===== src/hw/rv_settings.svh =====
`ifndef RV_SETTINGS_SVH
`define RV_SETTINGS_SVH

// data path width, only 32 supported
`define RV_XLEN 32

// architectural registers, x0 included
`define RV_REG_COUNT 32

`endif


===== src/hw/rv_isa_pkg.sv =====
package rv_isa_pkg;

  typedef logic [31:0] rv_inst_t;
  typedef logic [4:0]  rv_reg_idx_t;

  // major opcodes of RV32I
  typedef enum logic [6:0] {
    RV_OPCODE_LUI    = 7'b0110111,
    RV_OPCODE_AUIPC  = 7'b0010111,
    RV_OPCODE_JAL    = 7'b1101111,
    RV_OPCODE_JALR   = 7'b1100111,
    RV_OPCODE_BRANCH = 7'b1100011,
    RV_OPCODE_LOAD   = 7'b0000011,
    RV_OPCODE_STORE  = 7'b0100011,
    RV_OPCODE_OP_IMM = 7'b0010011,
    RV_OPCODE_OP     = 7'b0110011
  } rv_opcode_e;

  typedef enum logic [2:0] {
    RV_FMT_R,
    RV_FMT_I,
    RV_FMT_S,
    RV_FMT_B,
    RV_FMT_U,
    RV_FMT_J
  } rv_format_e;

  typedef struct packed {
    logic [6:0]  funct7;
    rv_reg_idx_t rs2;
    rv_reg_idx_t rs1;
    logic [2:0]  funct3;
    rv_reg_idx_t rd;
    rv_opcode_e  opcode;
  } rv_inst_r_t;

  typedef struct packed {
    logic [11:0] imm_11_0;
    rv_reg_idx_t rs1;
    logic [2:0]  funct3;
    rv_reg_idx_t rd;
    rv_opcode_e  opcode;
  } rv_inst_i_t;

  typedef struct packed {
    logic [6:0]  imm_11_5;
    rv_reg_idx_t rs2;
    rv_reg_idx_t rs1;
    logic [2:0]  funct3;
    logic [4:0]  imm_4_0;
    rv_opcode_e  opcode;
  } rv_inst_s_t;

  typedef struct packed {
    logic        imm_12;
    logic [5:0]  imm_10_5;
    rv_reg_idx_t rs2;
    rv_reg_idx_t rs1;
    logic [2:0]  funct3;
    logic [3:0]  imm_4_1;
    logic        imm_11;
    rv_opcode_e  opcode;
  } rv_inst_b_t;

  typedef struct packed {
    logic [19:0] imm_31_12;
    rv_reg_idx_t rd;
    rv_opcode_e  opcode;
  } rv_inst_u_t;

  typedef struct packed {
    logic        imm_20;
    logic [9:0]  imm_10_1;
    logic        imm_11;
    logic [7:0]  imm_19_12;
    rv_reg_idx_t rd;
    rv_opcode_e  opcode;
  } rv_inst_j_t;

endpackage


===== src/hw/rv_core_pkg.sv =====
`include "rv_settings.svh"

package rv_core_pkg;

  import rv_isa_pkg::*;

  typedef logic [`RV_XLEN-1:0] rv_word_t;

  typedef enum logic [3:0] {
    RV_ALU_NONE,
    RV_ALU_ADD,
    RV_ALU_SUB,
    RV_ALU_SLL,
    RV_ALU_SLT,
    RV_ALU_SLTU,
    RV_ALU_XOR,
    RV_ALU_SRL,
    RV_ALU_SRA,
    RV_ALU_OR,
    RV_ALU_AND
  } rv_alu_cmd_e;

  // operand select for the two alu inputs
  typedef enum logic [1:0] {
    RV_ALU_SRC_RS,
    RV_ALU_SRC_IMM,
    RV_ALU_SRC_PC,
    RV_ALU_SRC_ZERO
  } rv_alu_src_e;

  typedef enum logic [1:0] {
    RV_MEM_NONE,
    RV_MEM_LOAD,
    RV_MEM_STORE
  } rv_mem_access_e;

  // what the id stage hands to execute
  typedef struct packed {
    logic           valid;
    rv_word_t       pc;
    rv_reg_idx_t    rs1;
    rv_reg_idx_t    rs2;
    rv_reg_idx_t    rd;
    rv_word_t       rs1_value;
    rv_word_t       rs2_value;
    rv_word_t       imm;
    rv_alu_cmd_e    alu_cmd;
    rv_alu_src_e    alu_src1;
    rv_alu_src_e    alu_src2;
    rv_mem_access_e mem_access;
    logic [2:0]     mem_width;
    logic           illegal;
  } rv_decode_rec_t;

endpackage


===== src/hw/rv_decode_if.sv =====
`timescale 1ns/1ns

interface rv_decode_if
  import rv_isa_pkg::*, rv_core_pkg::*;
();
  logic           valid;
  rv_word_t       pc;
  rv_reg_idx_t    rs1;
  rv_reg_idx_t    rs2;
  rv_reg_idx_t    rd;
  rv_word_t       imm;
  rv_alu_cmd_e    alu_cmd;
  rv_alu_src_e    alu_src1;
  rv_alu_src_e    alu_src2;
  rv_mem_access_e mem_access;
  logic [2:0]     mem_width;  // funct3 as is
  logic           illegal;

  modport decoder (
    output valid, pc, rs1, rs2, rd, imm, alu_cmd, alu_src1, alu_src2,
           mem_access, mem_width, illegal
  );

  modport stage (
    input valid, pc, rs1, rs2, rd, imm, alu_cmd, alu_src1, alu_src2,
          mem_access, mem_width, illegal
  );
endinterface


===== src/hw/rv_inst_decoder.sv =====
`timescale 1ns/1ns

module rv_inst_decoder
  import rv_isa_pkg::*, rv_core_pkg::*;
(
  input  logic         i_inst_valid,
  input  rv_inst_t     i_inst,
  input  rv_word_t     i_pc,
  rv_decode_if.decoder dec
);
  rv_inst_r_t     inst_r;
  rv_inst_i_t     inst_i;
  rv_inst_s_t     inst_s;
  rv_inst_b_t     inst_b;
  rv_inst_u_t     inst_u;
  rv_inst_j_t     inst_j;
  rv_format_e     fmt;
  rv_alu_cmd_e    cmd;
  rv_alu_src_e    src1;
  rv_alu_src_e    src2;
  rv_mem_access_e mem;
  logic           illegal;

  assign inst_r = rv_inst_r_t'(i_inst);
  assign inst_i = rv_inst_i_t'(i_inst);
  assign inst_s = rv_inst_s_t'(i_inst);
  assign inst_b = rv_inst_b_t'(i_inst);
  assign inst_u = rv_inst_u_t'(i_inst);
  assign inst_j = rv_inst_j_t'(i_inst);

  always_comb begin
    case (inst_r.opcode)
      RV_OPCODE_OP_IMM, RV_OPCODE_LOAD, RV_OPCODE_JALR: fmt = RV_FMT_I;
      RV_OPCODE_STORE:                                  fmt = RV_FMT_S;
      RV_OPCODE_BRANCH:                                 fmt = RV_FMT_B;
      RV_OPCODE_LUI, RV_OPCODE_AUIPC:                   fmt = RV_FMT_U;
      RV_OPCODE_JAL:                                    fmt = RV_FMT_J;
      default:                                          fmt = RV_FMT_R;  // OP and unknown
    endcase
  end

  always_comb begin
    case (fmt)
      RV_FMT_I: dec.imm = {{20{inst_i.imm_11_0[11]}}, inst_i.imm_11_0};
      RV_FMT_S: dec.imm = {{20{inst_s.imm_11_5[6]}}, inst_s.imm_11_5, inst_s.imm_4_0};
      RV_FMT_B: dec.imm = {{20{inst_b.imm_12}}, inst_b.imm_11, inst_b.imm_10_5,
                           inst_b.imm_4_1, 1'b0};
      RV_FMT_U: dec.imm = {inst_u.imm_31_12, 12'h000};
      RV_FMT_J: dec.imm = {{12{inst_j.imm_20}}, inst_j.imm_19_12, inst_j.imm_11,
                           inst_j.imm_10_1, 1'b0};
      default:  dec.imm = '0;
    endcase
  end

  always_comb begin
    cmd     = RV_ALU_ADD;
    src1    = RV_ALU_SRC_RS;
    src2    = RV_ALU_SRC_IMM;
    mem     = RV_MEM_NONE;
    illegal = 1'b0;
    case (inst_r.opcode)
      RV_OPCODE_LUI:   src1 = RV_ALU_SRC_ZERO;
      RV_OPCODE_AUIPC,
      RV_OPCODE_JAL:   src1 = RV_ALU_SRC_PC;
      RV_OPCODE_JALR: begin
        src1    = RV_ALU_SRC_PC;
        illegal = (inst_r.funct3 != 3'b000);
      end
      RV_OPCODE_BRANCH: begin
        src2 = RV_ALU_SRC_RS;
        case (inst_r.funct3)
          3'b000, 3'b001: cmd = RV_ALU_XOR;   // beq bne
          3'b100, 3'b101: cmd = RV_ALU_SLT;   // blt bge
          3'b110, 3'b111: cmd = RV_ALU_SLTU;  // bltu bgeu
          default:        illegal = 1'b1;
        endcase
      end
      RV_OPCODE_LOAD: begin
        mem     = RV_MEM_LOAD;
        illegal = !(inst_r.funct3 inside {3'b000, 3'b001, 3'b010, 3'b100, 3'b101});
      end
      RV_OPCODE_STORE: begin
        mem     = RV_MEM_STORE;
        illegal = !(inst_r.funct3 inside {3'b000, 3'b001, 3'b010});
      end
      RV_OPCODE_OP_IMM: begin
        case (inst_r.funct3)
          3'b000: cmd = RV_ALU_ADD;
          3'b010: cmd = RV_ALU_SLT;
          3'b011: cmd = RV_ALU_SLTU;
          3'b100: cmd = RV_ALU_XOR;
          3'b110: cmd = RV_ALU_OR;
          3'b111: cmd = RV_ALU_AND;
          3'b001: begin
            cmd     = RV_ALU_SLL;
            illegal = (inst_r.funct7 != 7'b0000000);
          end
          default: begin
            // srli / srai share funct3
            cmd     = inst_r.funct7[5] ? RV_ALU_SRA : RV_ALU_SRL;
            illegal = (inst_r.funct7 & 7'b1011111) != 7'b0000000;
          end
        endcase
      end
      RV_OPCODE_OP: begin
        src2 = RV_ALU_SRC_RS;
        case ({inst_r.funct7, inst_r.funct3})
          {7'b0000000, 3'b000}: cmd = RV_ALU_ADD;
          {7'b0100000, 3'b000}: cmd = RV_ALU_SUB;
          {7'b0000000, 3'b001}: cmd = RV_ALU_SLL;
          {7'b0000000, 3'b010}: cmd = RV_ALU_SLT;
          {7'b0000000, 3'b011}: cmd = RV_ALU_SLTU;
          {7'b0000000, 3'b100}: cmd = RV_ALU_XOR;
          {7'b0000000, 3'b101}: cmd = RV_ALU_SRL;
          {7'b0100000, 3'b101}: cmd = RV_ALU_SRA;
          {7'b0000000, 3'b110}: cmd = RV_ALU_OR;
          {7'b0000000, 3'b111}: cmd = RV_ALU_AND;
          default:              illegal = 1'b1;
        endcase
      end
      default: illegal = 1'b1;
    endcase

    // anything not decoded is a bubble for execute
    if (illegal) begin
      cmd  = RV_ALU_NONE;
      src1 = RV_ALU_SRC_ZERO;
      src2 = RV_ALU_SRC_ZERO;
      mem  = RV_MEM_NONE;
    end
  end

  assign dec.valid      = i_inst_valid;
  assign dec.pc         = i_pc;
  assign dec.rs1        = (fmt inside {RV_FMT_U, RV_FMT_J}) ? '0 : inst_r.rs1;
  assign dec.rs2        = (fmt inside {RV_FMT_I, RV_FMT_U, RV_FMT_J}) ? '0 : inst_r.rs2;
  assign dec.rd         = (fmt inside {RV_FMT_S, RV_FMT_B}) ? '0 : inst_r.rd;
  assign dec.alu_cmd    = cmd;
  assign dec.alu_src1   = src1;
  assign dec.alu_src2   = src2;
  assign dec.mem_access = mem;
  assign dec.mem_width  = inst_r.funct3;
  assign dec.illegal    = illegal;

endmodule


===== src/hw/rv_regfile.sv =====
`timescale 1ns/1ns

`include "rv_settings.svh"

module rv_regfile
  import rv_isa_pkg::*, rv_core_pkg::*;
(
  input  logic        i_clk,
  input  logic        i_rst_n,
  input  logic        i_wb_valid,
  input  rv_reg_idx_t i_wb_rd,
  input  rv_word_t    i_wb_data,
  input  rv_reg_idx_t i_rs1_idx,
  input  rv_reg_idx_t i_rs2_idx,
  output rv_word_t    o_rs1_value,
  output rv_word_t    o_rs2_value
);
  rv_word_t regs [1:`RV_REG_COUNT-1];  // no storage for x0

  always_ff @(posedge i_clk or negedge i_rst_n) begin
    if (!i_rst_n) begin
      for (int i = 1; i < `RV_REG_COUNT; i++) begin
        regs[i] <= '0;
      end
    end else if (i_wb_valid && (i_wb_rd != '0)) begin
      regs[i_wb_rd] <= i_wb_data;
    end
  end

  function automatic rv_word_t read_port(rv_reg_idx_t idx);
    if (idx == '0) begin
      return '0;
    end
    if (i_wb_valid && (i_wb_rd == idx)) begin
      return i_wb_data;  // bypass the write in flight
    end
    return regs[idx];
  endfunction

  assign o_rs1_value = read_port(i_rs1_idx);
  assign o_rs2_value = read_port(i_rs2_idx);

  // x0 stays zero on both ports, also across a write to it
  x0_reads_zero: assert property (@(posedge i_clk) disable iff (!i_rst_n)
    ((i_rs1_idx != '0) || (o_rs1_value == '0)) && ((i_rs2_idx != '0) || (o_rs2_value == '0)))
    else $error("x0 read returned nonzero data");

endmodule


===== src/hw/rv_id_stage.sv =====
`timescale 1ns/1ns

module rv_id_stage
  import rv_isa_pkg::*, rv_core_pkg::*;
(
  input  logic           i_clk,
  input  logic           i_rst_n,
  input  logic           i_flush,
  rv_decode_if.stage     dec,
  input  rv_word_t       i_rs1_value,
  input  rv_word_t       i_rs2_value,
  input  logic           i_ex_valid,
  input  rv_reg_idx_t    i_ex_rd,
  input  rv_word_t       i_ex_data,
  output logic           o_id_valid,
  output rv_word_t       o_id_pc,
  output rv_reg_idx_t    o_id_rs1,
  output rv_reg_idx_t    o_id_rs2,
  output rv_reg_idx_t    o_id_rd,
  output rv_word_t       o_id_rs1_value,
  output rv_word_t       o_id_rs2_value,
  output rv_word_t       o_id_imm,
  output rv_alu_cmd_e    o_id_alu_cmd,
  output rv_alu_src_e    o_id_alu_src1,
  output rv_alu_src_e    o_id_alu_src2,
  output rv_mem_access_e o_id_mem_access,
  output logic [2:0]     o_id_mem_width,
  output logic           o_id_illegal
);
  rv_decode_rec_t id_q;

  // execute result beats the register file, write-through included
  function automatic rv_word_t pick_operand(rv_reg_idx_t idx, rv_word_t rf_value);
    if (idx == '0) begin
      return '0;  // index zeroed by format, or x0
    end
    if (i_ex_valid && (i_ex_rd == idx)) begin
      return i_ex_data;
    end
    return rf_value;
  endfunction

  always_ff @(posedge i_clk or negedge i_rst_n) begin
    if (!i_rst_n) begin
      id_q <= '0;
    end else if (dec.valid && !i_flush) begin
      id_q.valid      <= 1'b1;
      id_q.pc         <= dec.pc;
      id_q.rs1        <= dec.rs1;
      id_q.rs2        <= dec.rs2;
      id_q.rd         <= dec.rd;
      id_q.rs1_value  <= pick_operand(dec.rs1, i_rs1_value);
      id_q.rs2_value  <= pick_operand(dec.rs2, i_rs2_value);
      id_q.imm        <= dec.imm;
      id_q.alu_cmd    <= dec.alu_cmd;
      id_q.alu_src1   <= dec.alu_src1;
      id_q.alu_src2   <= dec.alu_src2;
      id_q.mem_access <= dec.mem_access;
      id_q.mem_width  <= dec.mem_width;
      id_q.illegal    <= dec.illegal;
    end else begin
      id_q.valid <= 1'b0;  // payload holds
    end
  end

  assign o_id_valid      = id_q.valid;
  assign o_id_pc         = id_q.pc;
  assign o_id_rs1        = id_q.rs1;
  assign o_id_rs2        = id_q.rs2;
  assign o_id_rd         = id_q.rd;
  assign o_id_rs1_value  = id_q.rs1_value;
  assign o_id_rs2_value  = id_q.rs2_value;
  assign o_id_imm        = id_q.imm;
  assign o_id_alu_cmd    = id_q.alu_cmd;
  assign o_id_alu_src1   = id_q.alu_src1;
  assign o_id_alu_src2   = id_q.alu_src2;
  assign o_id_mem_access = id_q.mem_access;
  assign o_id_mem_width  = id_q.mem_width;
  assign o_id_illegal    = id_q.illegal;

  flush_drops_inst: assert property (@(posedge i_clk) disable iff (!i_rst_n)
    i_flush |=> !o_id_valid)
    else $error("valid record in the cycle after a flush");

  // decoder must turn every illegal instruction into an alu bubble
  illegal_is_bubble: assert property (@(posedge i_clk) disable iff (!i_rst_n)
    (o_id_valid && o_id_illegal) |-> (o_id_alu_cmd == RV_ALU_NONE))
    else $error("illegal instruction carries an alu command");

endmodule


===== src/hw/rv_decode_top.sv =====
`timescale 1ns/1ns

module rv_decode_top
  import rv_isa_pkg::*, rv_core_pkg::*;
(
  input  logic           i_clk,
  input  logic           i_rst_n,
  input  logic           i_inst_valid,
  input  rv_inst_t       i_inst,
  input  rv_word_t       i_pc,
  input  logic           i_flush,
  input  logic           i_wb_valid,
  input  rv_reg_idx_t    i_wb_rd,
  input  rv_word_t       i_wb_data,
  input  logic           i_ex_valid,
  input  rv_reg_idx_t    i_ex_rd,
  input  rv_word_t       i_ex_data,
  output logic           o_id_valid,
  output rv_word_t       o_id_pc,
  output rv_reg_idx_t    o_id_rs1,
  output rv_reg_idx_t    o_id_rs2,
  output rv_reg_idx_t    o_id_rd,
  output rv_word_t       o_id_rs1_value,
  output rv_word_t       o_id_rs2_value,
  output rv_word_t       o_id_imm,
  output rv_alu_cmd_e    o_id_alu_cmd,
  output rv_alu_src_e    o_id_alu_src1,
  output rv_alu_src_e    o_id_alu_src2,
  output rv_mem_access_e o_id_mem_access,
  output logic [2:0]     o_id_mem_width,
  output logic           o_id_illegal
);
  rv_decode_if dec_if();

  rv_inst_r_t inst_fields;
  rv_word_t   rs1_value;
  rv_word_t   rs2_value;

  // regfile reads the raw source fields and not the zeroed ones
  assign inst_fields = rv_inst_r_t'(i_inst);

  rv_inst_decoder u_decoder (
    .i_inst_valid (i_inst_valid),
    .i_inst       (i_inst),
    .i_pc         (i_pc),
    .dec          (dec_if.decoder)
  );

  rv_regfile u_regfile (
    .i_clk       (i_clk),
    .i_rst_n     (i_rst_n),
    .i_wb_valid  (i_wb_valid),
    .i_wb_rd     (i_wb_rd),
    .i_wb_data   (i_wb_data),
    .i_rs1_idx   (inst_fields.rs1),
    .i_rs2_idx   (inst_fields.rs2),
    .o_rs1_value (rs1_value),
    .o_rs2_value (rs2_value)
  );

  rv_id_stage u_id_stage (
    .i_clk           (i_clk),
    .i_rst_n         (i_rst_n),
    .i_flush         (i_flush),
    .dec             (dec_if.stage),
    .i_rs1_value     (rs1_value),
    .i_rs2_value     (rs2_value),
    .i_ex_valid      (i_ex_valid),
    .i_ex_rd         (i_ex_rd),
    .i_ex_data       (i_ex_data),
    .o_id_valid      (o_id_valid),
    .o_id_pc         (o_id_pc),
    .o_id_rs1        (o_id_rs1),
    .o_id_rs2        (o_id_rs2),
    .o_id_rd         (o_id_rd),
    .o_id_rs1_value  (o_id_rs1_value),
    .o_id_rs2_value  (o_id_rs2_value),
    .o_id_imm        (o_id_imm),
    .o_id_alu_cmd    (o_id_alu_cmd),
    .o_id_alu_src1   (o_id_alu_src1),
    .o_id_alu_src2   (o_id_alu_src2),
    .o_id_mem_access (o_id_mem_access),
    .o_id_mem_width  (o_id_mem_width),
    .o_id_illegal    (o_id_illegal)
  );

endmodule


===== config.mk =====
export PLATFORM = sky130hd
export DESIGN_NAME = rv_decode_top
export DESIGN_NICKNAME = d
export VERILOG_FILES = /design/src/hw/rv_isa_pkg.sv /design/src/hw/rv_core_pkg.sv /design/src/hw/rv_decode_if.sv /design/src/hw/rv_inst_decoder.sv /design/src/hw/rv_regfile.sv /design/src/hw/rv_id_stage.sv /design/src/hw/rv_decode_top.sv
export VERILOG_INCLUDE_DIRS = /design/src /design/src/hw
export SDC_FILE = /design/constraint.sdc
export NUM_CORES = 2
export LEC_CHECK = 0
export BUFFER_PORTS_ARGS = -buffer_cell sky130_fd_sc_hd__buf_2
export CORE_MARGIN = 2
export CORE_UTILIZATION = 24
export CTS_CLUSTER_DIAMETER = 150
export DETAILED_ROUTE_END_ITERATION = 12
export PLACE_DENSITY = 0.42
export SLEW_MARGIN = 20
export SYNTH_ARGS = -nofsm -noshare
export SYNTH_HDL_FRONTEND = slang
export SYNTH_SLANG_ARGS = --single-unit
export TNS_END_PERCENT = 50

===== constraint.sdc =====
create_clock -name i_clk -period 2 [get_ports i_clk]
set_input_delay 0.1 -clock i_clk [delete_from_list [all_inputs] [get_ports i_clk]]
set_output_delay 0.1 -clock i_clk [all_outputs]
set_load 0.01 [all_outputs]

==> qor.yml <==
outcome: "finished, violations left"
failed_checks: "negative setup slack"
p_leak_nw: 36.05
yosys.area_share.simple: 0.06821
cp_data_required_time_ns: 2.67
min_to: "u_id_stage.o_id_rs1[4]$_DFFE_PN0P_"
rsz0062_at_grt: "true"
areaGrowthSynthToFinish_pct: 33.80
min_period_ns: 2.374
io_pins: 302
n_fill_cell: 25220
yosysMostFrequentCell: "dfrtp_1"
synth_cells: 5070
rr_endpoint: "u_id_stage.o_id_rs2_value[15]$_DFFE_PN0P_"
peakVddDrop_mv: 1.047
start_kind: "register"
grt_pass1_vias: 49420
reg2reg_from: "u_regfile.regs[15]$_DFFE_PN0P_"
clock_latency_ns: 0.81
hold_violations: 0
dp_hpwl_um: 186900
ff2ff_setup_slack_ns: -0.37
r2r_cells: 7
ys_seq_area_frac: 0.4761
post_dp_cell_area_mm2: 0.07408
max_slew.worst_pin.slew_ns: 0.7879
synth-edff-count: 0
drive_above_1_share: 0.4216
yosys-mux-area-fraction: 0.2991
layout.cells.non_filler: 9646
die-area_mm2: 0.2556
p_per_area_mw_per_mm2: 917.8
ant_nets: 0
worst-setup-path-type: "reg -> reg"
path_common_cell: "mux4_2"
clk_pin_slew_ns: 0.06
yosys.area.top_type: "dfrtp_1"
finClkSkew_ns: 0.02812
std_cell_rows: 184
hold_depth: 4
yosysWarnings: 0
cts_buffer_depth: 3
synth_xor_xnor_area_share: 0.002321
synth_async_sr_flop_share: 1.000
nets: 6329
utilization: 0.3223
synth_compound_area_frac: 0.1149
crit_buf_inv: 1
initial_core_util: 0.2409
cts_buffers: 135
synthFlopType: "dfrtp_1"
dp.cells: 9220
htreeDepth: 4
synth_commonest_cells: "dfrtp_1, nand2_1, mux2_2"
maxSlewViolCount: 0
hold_class: "in -> reg"
finalSetupViolCount: 27
slowest_delay_ns: 0.54
worstPathCellList: "mux4_2 > mux4_2 > nor2b_2 > nor4b_1 > a211oi_2 > buf_4 > o21ai_1"
drt_iter0_markers: 3851
grt_start_max_net_pins: 68
synth_top_family_by_area: "multiplexers"
die_w_um: 505.6
avgSynthCellArea_um2: 11.91
antenna_found_initial: 27
fmax_mhz: 421.3
path_delay_family: "multiplexers"
firstDrtPassIters: 5
path_max_fanout: 3
overflow: 0
drc: 0
relSlewSlack: 0.4747
period_share: 1.187
yosysUniqueCellTypes: 75
die_y_um: 505.6
syn-num-nets: 5214
drt-wirelength-per-cell_um: 27.26
num_vias: 48630
worstPathArrival_ns: 3.05
setup_slack_ns: -0.3739
synth_area_leaders: "dfrtp_1, mux2_2, mux4_2, mux2i_1, nand2_1"
slowest_stage: "mux4_2"
ys_ff_latch: 1149
grtUsageTotal: 0.2020
syn-cell-area_mm2: 0.06039
power_w: 0.07415
grt_pass1_wl_um: 376100
maxCapViolCount: 0
via_per_inst: 5.042
io_buffers: 301
cts_sinks: 1149
synth_fa_ha_area_frac: 0.0001658
finalInstanceArea_mm2: 0.08080
gp_congestion: 0.8652
cts_root_buf: "clkbuf_16"
hold_path_startpoint: "i_inst[19]"
cp-end-kind: "register"
cts_tree: "built"
yosys.area.top_type_share: 0.4761
core_mm2: 0.2507
drt_wl_total_um: 263000
[state kept, by name, indices dropped and copies added (netlist names)]
signal and cells:
u_id_stage.o_id_rd 5, u_id_stage.o_id_imm 32, u_id_stage.o_id_valid 1, u_id_stage.o_id_alu_src1 2
u_id_stage.o_id_rs2_value 32, u_id_stage.o_id_mem_width 3, u_id_stage.o_id_alu_cmd 4, u_id_stage.o_id_rs2 5
u_regfile.regs 992, u_id_stage.o_id_rs1 5, u_id_stage.o_id_rs1_value 32, u_id_stage.o_id_alu_src2 2
u_id_stage.o_id_pc 32, u_id_stage.o_id_mem_access 2
[where the power goes]
| group | switching [W] | internal [W] | leakage, nW |
|---|---|---|---|
| Clock | 0.0109 | 0.0149 | 2.24 |
| Sequential | 0.00315 | 0.0275 | 14.8 |
| Combinational | 0.00805 | 0.00964 | 19.1 |
[cell usage in the layout (no fill, tap or decap), types with 10 or more instances in the layout]
cell type      count
nor3_1            17
nor2b_2           11
nand2b_1          10
a31oi_1           12
nor2_1            68
a211oi_1          27
nand3_1           39
a22oi_1          109
clkbuf_8          33
o22ai_1           67
o31ai_1           25
o21a_1            12
nand2_2           16
buf_2            295
dlygate4sd3_1    164
dfrtp_1         1149
mux2i_1          330
clkinv_2          18
nor2b_1           17
a22o_1            70
a221oi_2          13
o21ai_0          469
a211oi_2          15
mux4_2           320
nand2_1          679
mux2_2           669
a221oi_1          43
a21oi_1           77
nor4_1            10
buf_12           195
o21ai_1           22
clkbuf_1          34
buf_4            808
inv_1             28
clkbuf_16        136
nor2_4            19
o211ai_1          35
nor4b_1           12
[per-layer routing]
metal / vias up / GRT usage / wire [um]
met2: 1630 / 0.3220 / 121000
met4: 14 / 0.05901 / 7812
met3: 369 / 0.03091 / 14550
met5: - / 0 / 78
met1: 25430 / 0.2820 / 119500
li1: 21190 / - / -
[how the worst max path moves through the flow]
stage | startpoint | endpoint | slack, ns | depth (start not counted)
finish | u_regfile.regs[15]$_DFFE_PN0P_ | u_id_stage.o_id_rs2_value[15]$_DFFE_PN0P_ | -0.37 | 7
global route | u_regfile.regs[143]$_DFFE_PN0P_ | u_id_stage.o_id_rs2_value[15]$_DFFE_PN0P_ | -0.43 | 7
CTS | u_regfile.regs[143]$_DFFE_PN0P_ | u_id_stage.o_id_rs2_value[15]$_DFFE_PN0P_ | -0.34 | 7
detailed placement | i_inst[21] | u_id_stage.o_id_rs2_value[15]$_DFFE_PN0P_ | -0.85 | 11
global placement | i_inst[20] | u_id_stage.o_id_rs2_value[26]$_DFFE_PN0P_ | -1.03 | 8
floorplan | i_inst[20] | u_id_stage.o_id_rs2_value[16]$_DFFE_PN0P_ | -0.004 | 8
[logic make-up after synthesis]
family / after synthesis
XOR/XNOR: 16
adder cells (fa/ha/maj): 1
flip-flops: 1149
AND/OR/NAND/NOR: 967
buffers and inverters: 526
multiplexers: 1321
AO/OA/AOI/OAI: 1090
[repair_timing]
action                                  CTS  global route
hold buffers                            166             0
endpoints found under the hold margin  1823             0
pin swaps                                10            25
setup buffers                             5             5
setup endpoints to repair                38            62
gates resized for setup                  36            62
[stage by stage]
stage               setup TNS [ns]  hold WS, ns  setup slack, ns
finish                      -3.771      0.05699          -0.3739
floorplan                 -0.07534      -0.1956        -0.004497
detailed placement          -46.42       0.1261          -0.8545
global route                -6.076      0.03682          -0.4252
global placement            -56.26       0.1147           -1.028
CTS                         -3.708    0.0002294          -0.3445
[cell type report]
class                           count  area (um^2)  share of cell area
Tap cell                         3348         4189             0.05185
Timing Repair Buffer             1474        13260              0.1641
Antenna cell                        5        12.51           0.0001549
Clock buffer                      203         3985             0.04932
Sequential cell                  1149        28750              0.3559
Inverter                           30        112.6            0.001394
Clock inverter                     42        554.3            0.006860
Multi-Input combinational cell   3395        29940              0.3705
[worst register-to-register path, delay by kind of cell (launching register included)]
| family | cells | cell delay [ns] |
|---|---|---|
| and+or+nand+nor | 2 | 0.19 |
| DFF | 1 | 0.40 |
| AOI/OAI and AO/OA | 2 | 0.37 |
| muxes | 2 | 1.06 |
| buffers and inverters | 1 | 0.21 |
(Power assumes the default switching activity.)
